$ cat src/pcie_route_cfg.svh
/*
  Width settings for the PCIe host routing layer.
  Included by the package and by any module that slices a field by width.
*/

`ifndef PCIE_ROUTE_CFG_SVH
`define PCIE_ROUTE_CFG_SVH

// host FIFO data word, also the width of the size and address fields
`define PCIE_DATA_W 32

// ping-pong buffer size count
`define PCIE_FIFO_SIZE_W 24

// egress FIFO has two ping-pong halves
`define PCIE_EGR_CH 2

// memory controller takes a word address, not a byte address
`define MEM_ADR_W 28

`endif

$ cat src/pcie_route_pkg.sv
/*
  Shared types for the PCIe host routing layer: the route target,
  the ping-pong FIFO channel structs, the host request, the memory
  command and the select priority decode used by both routers.
*/

`include "pcie_route_cfg.svh"

`default_nettype none

package pcie_route_pkg;

  typedef logic [`PCIE_DATA_W-1:0] word_t;

  typedef enum logic [1:0] {
    TGT_NONE = 2'd0,
    TGT_PER  = 2'd1,
    TGT_MEM  = 2'd2,
    TGT_DMA  = 2'd3
  } route_target_e;

  // host request as presented by the PCIe core
  typedef struct packed {
    logic  per_sel;
    logic  mem_sel;
    logic  dma_sel;
    logic  write_flg;
    logic  read_flg;
    word_t size;
    word_t address;
  } xfer_req_t;

  // ingress FIFO, producer side as seen by a consumer
  typedef struct packed {
    logic                         rdy;
    logic [`PCIE_FIFO_SIZE_W-1:0] size;
    word_t                        data;
  } ing_src_t;

  typedef struct packed {
    logic act;
    logic stb;
  } ing_ctl_t;

  // egress FIFO, free halves as seen by a producer
  typedef struct packed {
    logic [`PCIE_EGR_CH-1:0]      rdy;
    logic [`PCIE_FIFO_SIZE_W-1:0] size;
  } egr_sink_t;

  typedef struct packed {
    logic [`PCIE_EGR_CH-1:0] act;
    logic                    stb;
    word_t                   data;
  } egr_ctl_t;

  typedef struct packed {
    logic                  write_en;
    logic                  read_en;
    logic [`MEM_ADR_W-1:0] adr;
    word_t                 data_size;
  } mem_cmd_t;

  // peripheral beats memory, memory beats DMA
  function automatic route_target_e target_of(
    input logic per_sel,
    input logic mem_sel,
    input logic dma_sel,
    input logic dir_flg
  );
    route_target_e tgt;
    tgt = TGT_NONE;
    if (dir_flg) begin
      if (per_sel) begin
        tgt = TGT_PER;
      end else if (mem_sel) begin
        tgt = TGT_MEM;
      end else if (dma_sel) begin
        tgt = TGT_DMA;
      end
    end
    return tgt;
  endfunction

endpackage

`default_nettype wire

$ cat src/dma_read_tracker.sv
/*
  Word counter for DMA reads. While enabled it counts egress strobes up
  to the target word count and then raises finish on the next edge.
  Dropping the enable clears both the count and the finish.
*/

`timescale 1ns/100ps
`default_nettype none

module dma_read_tracker (
  input  logic                  clk,
  input  logic                  rst,

  // DMA is the active read target
  input  logic                  i_en,
  // one word moved by the DMA engine
  input  logic                  i_stb,
  input  pcie_route_pkg::word_t i_word_target,

  output logic                  o_fin
);

  import pcie_route_pkg::*;

  word_t count_q;
  word_t count_d;
  logic  fin_q;
  logic  fin_d;
  logic  below_target;

  assign below_target = (count_q < i_word_target);

  always_comb begin
    count_d = count_q;
    fin_d   = fin_q;

    if (i_en) begin
      if (below_target) begin
        // strobes past the target are not counted
        if (i_stb) begin
          count_d = count_q + 1'b1;
        end
      end else begin
        // reached, also covers a zero word count
        fin_d = 1'b1;
      end
    end else begin
      count_d = '0;
      fin_d   = 1'b0;
    end
  end

  always_ff @(posedge clk) begin
    if (rst) begin
      count_q <= '0;
      fin_q   <= 1'b0;
    end else begin
      count_q <= count_d;
      fin_q   <= fin_d;
    end
  end

  // finish holds until the host drops the read
  assign o_fin = fin_q;

endmodule

`default_nettype wire

$ cat src/egress_router.sv
/*
  Host egress FIFO steering. The read target gets the free halves of the
  host egress FIFO; its activate, strobe and data go back to the host.
  Picks read finish, with DMA completion counted by dma_read_tracker.
  All paths are combinational except the DMA finish.
*/

`timescale 1ns/100ps
`default_nettype none

module egress_router (
  input  logic                      clk,
  input  logic                      rst,

  input  pcie_route_pkg::xfer_req_t i_req,

  // host side
  input  pcie_route_pkg::egr_sink_t i_host_egr,
  output pcie_route_pkg::egr_ctl_t  o_host_egr,

  // routed sinks to each target
  output pcie_route_pkg::egr_sink_t o_per_egr,
  output pcie_route_pkg::egr_sink_t o_mem_egr,
  output pcie_route_pkg::egr_sink_t o_dma_egr,

  // producers from each target
  input  pcie_route_pkg::egr_ctl_t  i_per_egr,
  input  pcie_route_pkg::egr_ctl_t  i_mem_egr,
  input  pcie_route_pkg::egr_ctl_t  i_dma_egr,

  input  logic                      i_per_egr_fin,
  input  logic                      i_mem_fin,
  input  logic                      i_mem_egr_inactive,

  output logic                      o_mem_read_en,
  output logic                      o_read_fin
);

  import pcie_route_pkg::*;

  route_target_e rd_tgt;
  logic          dma_read_en;
  logic          dma_read_fin;

  assign rd_tgt = target_of(i_req.per_sel, i_req.mem_sel, i_req.dma_sel, i_req.read_flg);

  always_comb begin
    o_per_egr  = '0;
    o_mem_egr  = '0;
    o_dma_egr  = '0;
    o_host_egr = '0;
    o_read_fin = 1'b0;

    case (rd_tgt)
      TGT_PER: begin
        o_per_egr  = i_host_egr;
        o_host_egr = i_per_egr;
        o_read_fin = i_per_egr_fin;
      end
      TGT_MEM: begin
        o_mem_egr  = i_host_egr;
        o_host_egr = i_mem_egr;
        // memory may report done before its egress side has flushed
        o_read_fin = i_mem_fin & i_mem_egr_inactive;
      end
      TGT_DMA: begin
        o_dma_egr  = i_host_egr;
        o_host_egr = i_dma_egr;
        o_read_fin = dma_read_fin;
      end
      default: begin
        o_read_fin = 1'b0;
      end
    endcase
  end

  assign dma_read_en   = (rd_tgt == TGT_DMA);
  assign o_mem_read_en = (rd_tgt == TGT_MEM);

  // word count for a DMA read comes in the address field
  dma_read_tracker dma_read_tracker_i (
    .clk           (clk),
    .rst           (rst),
    .i_en          (dma_read_en),
    .i_stb         (i_dma_egr.stb),
    .i_word_target (i_req.address),
    .o_fin         (dma_read_fin)
  );

endmodule

`default_nettype wire

$ cat src/ingress_router.sv
/*
  Host ingress FIFO steering. The write target is decoded from the
  selects and write flag; only that target sees the host FIFO, and only
  its activate and strobe go back to the host. Also picks write finish.
  Purely combinational.
*/

`timescale 1ns/100ps
`default_nettype none

module ingress_router (
  input  pcie_route_pkg::xfer_req_t i_req,

  // host side
  input  pcie_route_pkg::ing_src_t  i_host_ing,
  output pcie_route_pkg::ing_ctl_t  o_host_ing,

  // routed sources to each target
  output pcie_route_pkg::ing_src_t  o_per_ing,
  output pcie_route_pkg::ing_src_t  o_mem_ing,
  output pcie_route_pkg::ing_src_t  o_dma_ing,

  // consumer controls from each target
  input  pcie_route_pkg::ing_ctl_t  i_per_ing,
  input  pcie_route_pkg::ing_ctl_t  i_mem_ing,
  input  pcie_route_pkg::ing_ctl_t  i_dma_ing,

  input  logic                      i_per_ing_fin,
  input  logic                      i_mem_fin,
  input  logic                      i_host_ing_idle,

  output logic                      o_mem_write_en,
  output logic                      o_write_fin
);

  import pcie_route_pkg::*;

  route_target_e wr_tgt;

  assign wr_tgt = target_of(i_req.per_sel, i_req.mem_sel, i_req.dma_sel, i_req.write_flg);

  always_comb begin
    // losing targets see an idle FIFO
    o_per_ing   = '0;
    o_mem_ing   = '0;
    o_dma_ing   = '0;
    o_host_ing  = '0;
    o_write_fin = 1'b0;

    case (wr_tgt)
      TGT_PER: begin
        o_per_ing   = i_host_ing;
        o_host_ing  = i_per_ing;
        o_write_fin = i_per_ing_fin;
      end
      TGT_MEM: begin
        o_mem_ing   = i_host_ing;
        o_host_ing  = i_mem_ing;
        o_write_fin = i_mem_fin;
      end
      TGT_DMA: begin
        o_dma_ing   = i_host_ing;
        o_host_ing  = i_dma_ing;
        // DMA write is done once the host side drains
        o_write_fin = i_host_ing_idle;
      end
      default: begin
        o_write_fin = 1'b0;
      end
    endcase
  end

  assign o_mem_write_en = (wr_tgt == TGT_MEM);

endmodule

`default_nettype wire

$ cat src/pcie_host_router.sv
/*
  Top of the PCIe host routing layer. Connects the host ingress and
  egress ping-pong FIFOs to the peripheral, memory and DMA engines,
  picks the transfer finish flags and forms the memory command.
  Engines attach through the routed channel ports.
*/

`include "pcie_route_cfg.svh"

`timescale 1ns/100ps
`default_nettype none

module pcie_host_router (
  input  logic                      clk,
  input  logic                      rst,

  input  pcie_route_pkg::xfer_req_t i_req,

  // host FIFOs
  input  pcie_route_pkg::ing_src_t  i_host_ing,
  output pcie_route_pkg::ing_ctl_t  o_host_ing,
  input  pcie_route_pkg::egr_sink_t i_host_egr,
  output pcie_route_pkg::egr_ctl_t  o_host_egr,

  // peripheral command engine
  output pcie_route_pkg::ing_src_t  o_per_ing,
  input  pcie_route_pkg::ing_ctl_t  i_per_ing,
  output pcie_route_pkg::egr_sink_t o_per_egr,
  input  pcie_route_pkg::egr_ctl_t  i_per_egr,

  // memory controller
  output pcie_route_pkg::ing_src_t  o_mem_ing,
  input  pcie_route_pkg::ing_ctl_t  i_mem_ing,
  output pcie_route_pkg::egr_sink_t o_mem_egr,
  input  pcie_route_pkg::egr_ctl_t  i_mem_egr,

  // DMA engine
  output pcie_route_pkg::ing_src_t  o_dma_ing,
  input  pcie_route_pkg::ing_ctl_t  i_dma_ing,
  output pcie_route_pkg::egr_sink_t o_dma_egr,
  input  pcie_route_pkg::egr_ctl_t  i_dma_egr,

  input  logic                      i_per_ing_fin,
  input  logic                      i_per_egr_fin,
  input  logic                      i_mem_fin,
  input  logic                      i_mem_egr_inactive,
  input  logic                      i_host_ing_idle,

  output logic                      o_write_fin,
  output logic                      o_read_fin,
  output pcie_route_pkg::mem_cmd_t  o_mem_cmd
);

  import pcie_route_pkg::*;

  logic mem_write_en;
  logic mem_read_en;

  ingress_router ingress_router_i (
    .i_req           (i_req),
    .i_host_ing      (i_host_ing),
    .o_host_ing      (o_host_ing),
    .o_per_ing       (o_per_ing),
    .o_mem_ing       (o_mem_ing),
    .o_dma_ing       (o_dma_ing),
    .i_per_ing       (i_per_ing),
    .i_mem_ing       (i_mem_ing),
    .i_dma_ing       (i_dma_ing),
    .i_per_ing_fin   (i_per_ing_fin),
    .i_mem_fin       (i_mem_fin),
    .i_host_ing_idle (i_host_ing_idle),
    .o_mem_write_en  (mem_write_en),
    .o_write_fin     (o_write_fin)
  );

  egress_router egress_router_i (
    .clk                (clk),
    .rst                (rst),
    .i_req              (i_req),
    .i_host_egr         (i_host_egr),
    .o_host_egr         (o_host_egr),
    .o_per_egr          (o_per_egr),
    .o_mem_egr          (o_mem_egr),
    .o_dma_egr          (o_dma_egr),
    .i_per_egr          (i_per_egr),
    .i_mem_egr          (i_mem_egr),
    .i_dma_egr          (i_dma_egr),
    .i_per_egr_fin      (i_per_egr_fin),
    .i_mem_fin          (i_mem_fin),
    .i_mem_egr_inactive (i_mem_egr_inactive),
    .o_mem_read_en      (mem_read_en),
    .o_read_fin         (o_read_fin)
  );

  // host puts the word address in size and the length in address
  assign o_mem_cmd.write_en  = mem_write_en;
  assign o_mem_cmd.read_en   = mem_read_en;
  assign o_mem_cmd.adr       = i_req.size[`MEM_ADR_W-1:0];
  assign o_mem_cmd.data_size = i_req.address;

endmodule

`default_nettype wire

$ cat config.mk
export PLATFORM = sky130hd
export DESIGN_NAME = pcie_host_router
export DESIGN_NICKNAME = d
export VERILOG_FILES = /design/src/pcie_route_pkg.sv /design/src/dma_read_tracker.sv /design/src/egress_router.sv /design/src/ingress_router.sv /design/src/pcie_host_router.sv
export VERILOG_INCLUDE_DIRS = /design/src /design/src/src
export SDC_FILE = /design/constraint.sdc
export NUM_CORES = 1
export LEC_CHECK = 0
export BUFFER_PORTS_ARGS = -buffer_cell sky130_fd_sc_hd__buf_2
export CORE_AREA = 5 5 241 243
export CTS_BUF_LIST = sky130_fd_sc_hd__clkbuf_4
export DETAILED_ROUTE_END_ITERATION = 6
export DIE_AREA = 0 0 246 248
export GPL_TIMING_DRIVEN = 0
export PLACE_DENSITY = 0.43
export SETUP_SLACK_MARGIN = 0.02
export SYNTH_ARGS = -nofsm -noshare
export SYNTH_HDL_FRONTEND = slang
export SYNTH_SLANG_ARGS = --single-unit
$ cat constraint.sdc
create_clock -name clk -period 2.3 [get_ports clk]
set_input_delay 0.23 -clock clk [delete_from_list [all_inputs] [get_ports clk]]
set_output_delay 0.23 -clock clk [all_outputs]
set_load 0.02 [all_outputs]
[Yosys cells after proc, flatten, opt, wreduce, memory -nomap -nowiden]
Index checks and enable logic that the tools add are counted.
Cells by class
  add/sub/neg operators: 1
  order comparisons: 1
  eq/ne operators: 6
  muxes and demuxes: 15
  bitwise logic cells: 2
  reduce and logical (&&, ||, !) cells: 2
Operator list (count)
  $mux W57: 3
  $pmux W35 S3: 1
  $mux W26: 3
  $add A32 B1 Y32 const B: 1
  $lt A32 B32 Y1: 1
  $mux W2: 5
  $eq A2 B2 Y1 const B: 4
  $pmux W1 S3: 2
  $pmux W2 S3: 1
  $eq A2 B1 Y1 const B: 2
  $reduce_and A2 Y1: 1
  $reduce_or A2 Y1: 1
  $and A1 B1 Y1: 1
  $not A1 Y1: 1
Storage, ports and cells
  register bits: 33
  bits of input ports: 270
  output and inout bits: 350
  word-level logic and storage cells: 29

[Depth between registers and ports, before layout]
  depth after elaboration: 7
  mapped depth: 11
  mapped depth without buffers: 9

[Hierarchy]
From an unflattened synthesis, not the netlist that was laid out.
Unflattened totals
  cells, all modules: 769
  area total of the unflattened synthesis: 5546.6 um^2
By module, submodules not included
  dma_read_tracker: times used 1, cells an instance 315, area an instance 2526.2 um^2, sequential area each 660.6 um^2
  egress_router: times used 1, cells an instance 185, area an instance 1290.0 um^2, sequential area each 0.0 um^2
  ingress_router: times used 1, cells an instance 207, area an instance 1265.0 um^2, sequential area each 0.0 um^2
  pcie_host_router: times used 1, cells an instance 62, area an instance 465.4 um^2, sequential area each 0.0 um^2

[Worst setup path after synthesis]
No wires, ideal clock.
  path type: flip-flop to flip-flop
  start point: register egress_router_i.dma_read_tracker_i.count_q[25]
  end point: register egress_router_i.dma_read_tracker_i.count_q[3]
  library setup time: 0.059 ns
  arrival: 2.151 ns
  required time: 2.241 ns
  slack: 0.090 ns
  stages on the path, launching flop included: 10
  buffers on the path: 1
  period minus slack after synthesis: 2.210 ns
  path through: dfxtp_1 > ha_1 > a21oi_1 > o21ai_2 > a221oi_4 > a21boi_2 > o21ai_2 > buf_6 > or4_1 > nand2_1
On the way
  word-level cells in the longest chain between the ends: 2
Ends and longest elaborated chain
  start, declared: RTL line dma_read_tracker.sv:25  | word_t count_q;
  start signal, assigned: RTL line dma_read_tracker.sv:58  | count_q <= count_d;
  $lt A32 B32 Y1: RTL line dma_read_tracker.sv:31  | assign below_target = (count_q < i_word_target);
  $reduce_and A2 Y1 (no line)
No other way between the ends.
A chain may end at the register's enable or synchronous reset.

[Worst setup path in the final report]
  start point: register egress_router_i.dma_read_tracker_i.count_q[27]
  end point: register egress_router_i.dma_read_tracker_i.count_q[3]
The elaborated chain is that of the path after synthesis.

==> impl_metrics.tcl <==
set metrics [dict create \
    synth_edf_count 0 \
    rsz0062_at_grt "yes" \
    cts_tree "done" \
    switchingPower_mw 1.047 \
    firstDrtPassIters 6 \
    placementRows 87 \
    ys_seq_area_share_pct 12.21 \
    ys_types 51 \
    max_slew.worst_pin.slew_ns 0.9943 \
    drt_iter0_drc 476 \
    num-nets-final 1686 \
    period_share_pct 100.9 \
    yosys.area_share.simple_pct 42.79 \
    cts_hold_buf 0 \
    cts_sinks 33 \
    synth.most_common_cell "and2_1" \
    port_buffers 587 \
    drive_gt1_share_pct 56.39 \
    yosys-mux-area-fraction_pct 1.110 \
    fp.dieW_um 246 \
    synthAdderAreaFrac_pct 7.397 \
    cts_buffers 5 \
    rr_startpoint "egress_router_i.dma_read_tracker_i.count_q[27]" \
    startpoint "egress_router_i.dma_read_tracker_i.count_q[27]" \
    synth_area_leaders "and2_1, dfxtp_1, and3_1" \
    syn_area_mm2 0.005413 \
    p_comb_share_pct 59.0 \
    power_frac_clock_pct 15.8 \
    root_buffer "clkbuf_4" \
    synth.avg_cell_area_um2 7.002 \
    hold_class "in -> reg" \
    finalSetupViolCount 3 \
    synthXorXnorAreaFrac_pct 1.294 \
    final-hold-violation-count 0 \
    async_reset_ff_share_pct 0 \
    route.final.wire_length_um 40900 \
    clk_latency_ns 0.36 \
    core_area_mm2 0.05573 \
    grt_pass1_vias 8179 \
    syn_inst 773 \
    post-route-min-period_ns 2.321 \
    yosysWarnings 0 \
    dieHeight_um 248 \
    crit_arrival_ns 2.62 \
    synth.top_cell.area_share_pct 19.88 \
    yosys.area.top_type "and2_1" \
    dp_hpwl_um 35600 \
    ctsHtreeMaxLevel 2 \
    reg2reg_slack_ns -0.02 \
    ir_drop_v 0.00009905 \
    violations "setup timing" \
    wl_per_cell_um 19.06 \
    clk_pin_slew_ns 0.13 \
    critPathKind "reg -> reg" \
    maxSlewViolCount 0 \
    grtUsageTotal_pct 11.63 \
    finalWorstSetupSlack_ns -0.02059 \
    grt_overflow 0 \
    synth_top_family_by_area "simple AND/OR/NAND/NOR gates" \
    cp.required_ns 2.60 \
    final_cell_area_mm2 0.01001 \
    nFillCells 6426 \
    p_sw_share_pct 46.71 \
    placedInstanceArea_mm2 0.009296 \
    stdcell_count 2146 \
    fin_skew_ns 0.01907 \
    viasPerCell 3.912 \
    maxCapViolCount 0 \
    antenna_found_initial 14 \
    pwr-share-seq_pct 25.1 \
    status "finished, violations left" \
    p_int_mw 1.194 \
    clock_path_buffers 2 \
    grt_max_degree 11 \
    synth_common_cells "and2_1, and3_1, inv_1" \
    syn2layout_area_growth_pct 84.93 \
    start_kind "flop" \
    drc_errors 0 \
    end_kind "flop" \
    cellPowerDensity_mw_per_mm2 223.9 \
    multi_input_area_mm2 0.004182 \
    io_pins 620 \
    grt_pass1_wl_um 53610 \
    synth_top_flop_cell "dfxtp_1" \
    worstHoldStart "i_dma_egr[32]" \
    ff_latch_area_um2 701.9 \
    placed_cells 2116 \
    gp_congestion 0.8468 \
    synth-seq-cells 33 \
    num_vias 8395 \
    dieArea_mm2 0.06101 \
    slew_headroom_pct 33.72 \
    leakage_nw 5.792 \
    drtAntennaViolNets 0 \
    max_freq_ghz 0.4309 \
    synth-compound-area-share_pct 17.04 \
    cp_max_fo 5 \
    syn_nets 1075 \
    initial_utilization_pct 9.712 \
]
## state kept, by name (all words and copies together), names as in the netlist
register	count
egress_router_i.dma_read_tracker_i.o_fin	1
egress_router_i.dma_read_tracker_i.count_q	32
## power groups by stage
| stage | registers [mW] | logic [mW] | clock network, mW |
|---|---|---|---|
| 2_1_floorplan | 0.585 | 0.636 | 0 |
| 3_3_place_gp | 0.585 | 1.30 | 0 |
| 3_5_place_dp | 0.585 | 1.30 | 0 |
| 4_1_cts | 0.564 | 1.33 | 0.359 |
| 5_1_grt | 0.563 | 1.42 | 0.383 |
| 6_report | 0.563 | 1.32 | 0.355 |
## area by class of cell
| type | instances | share of cell area (%) |
|---|---|---|
| diodes | 5 | 0.1250 |
| plain buffers | 120 | 7.250 |
| clock buffers | 6 | 0.4500 |
| clock inverters | 2 | 0.1000 |
| inverters | 72 | 2.700 |
| multi-input cells | 545 | 41.77 |
| flip-flops and latches | 33 | 7.012 |
| well taps | 756 | 9.450 |
| repair buffers | 607 | 31.14 |
## layer usage
| metal | vias to the layer above | track usage (%) | share of wire, % |
|---|---|---|---|
| met2 | 516 | 17.75 | 44 |
| met3 | 41 | 3.005 | 10 |
| met1 | 3968 | 16.57 | 44 |
| li1 | 3868 | - | - |
| met5 | - | 0 | 0.032 |
| met4 | 2 | 2.412 | 1.6 |
## placed cells by master (no fill, tap or decap), types with 3 or more instances in the layout
| cell | netlist | final |
|---|---|---|
| o211ai_1 | 7 | 7 |
| dfxtp_4 | 0 | 7 |
| nor4_4 | 0 | 4 |
| o41ai_1 | 5 | 5 |
| a31oi_4 | 0 | 3 |
| a222oi_1 | 38 | 38 |
| and2_1 | 172 | 170 |
| nand2_1 | 44 | 43 |
| or4_1 | 6 | 4 |
| or3_4 | 0 | 3 |
| a21oi_2 | 1 | 8 |
| inv_1 | 72 | 72 |
| clkbuf_2 | 0 | 14 |
| buf_2 | 3 | 590 |
| buf_4 | 62 | 78 |
| a211oi_2 | 4 | 8 |
| a21oi_1 | 15 | 7 |
| ha_1 | 32 | 23 |
| mux2i_1 | 6 | 6 |
| dfxtp_2 | 0 | 12 |
| nand2b_1 | 12 | 12 |
| clkbuf_4 | 0 | 6 |
| xnor2_1 | 8 | 8 |
| o31ai_1 | 3 | 3 |
| nand3_1 | 12 | 10 |
| diode_2 | 0 | 5 |
| o311ai_2 | 0 | 4 |
| dfxtp_1 | 33 | 14 |
| nand4_1 | 11 | 11 |
| ha_4 | 0 | 7 |
| a41o_1 | 3 | 3 |
| nor2_1 | 25 | 25 |
| o21ai_2 | 3 | 3 |
| clkbuf_1 | 53 | 37 |
| buf_6 | 2 | 5 |
| and3_1 | 87 | 87 |
## cell families (layout without fill, tap and decap cells)
group	count (synthesis)	after routing
buf+inv	195	807
xor+xnor	8	8
mux	6	6
compound gates	106	106
other cells	0	5
fa+ha+maj	32	32
simple gates	393	393
flops	33	33
## critical path, stage by stage, from the launching register on
cell and delay (ns):
dfxtp_4 0.38, ha_4 0.22, a21oi_2 0.14, o21ai_2 0.09, a221oi_4 0.29, buf_6 0.16, a21boi_4 0.22, o21ai_4 0.09
buf_6 0.15, or4_4 0.46, nand2_1 0.07
## per-stage QoR
step / hold WS (ns) / setup WS, ns / TNS, ns / power (mW) / utilization (%)
after global placement: 0.4800 / -0.6813 / -48.54 / 1.883 / 16.68
final: 0.2951 / -0.02059 / -0.02871 / 2.241 / 17.96
after global routing: 0.2885 / -0.1709 / -2.801 / 2.362 / 17.95
after floorplan: 0.4248 / 0.08987 / 0 / 1.220 / -
after CTS: 0.2842 / 0.01664 / 0 / 2.251 / 17.55
after detailed placement: 0.4862 / -0.6689 / -50.02 / 1.885 / 16.68
## final timing paths
kind,to,cells past startpoint
worst max-delay path,egress_router_i.dma_read_tracker_i.count_q[3],10
worst max register to register,egress_router_i.dma_read_tracker_i.count_q[3],10
worst min register to register,egress_router_i.dma_read_tracker_i.o_fin,2
worst min-delay path,egress_router_i.dma_read_tracker_i.count_q[1],3
## repair_timing
item	4_1_cts	5_1_grt
gates resized for setup	84	40
buffers inserted	13	6
pin swaps	16	28
setup endpoints to repair	179	59
gates cloned	1	0
Note: power is estimated with default switching activity, not from simulation.
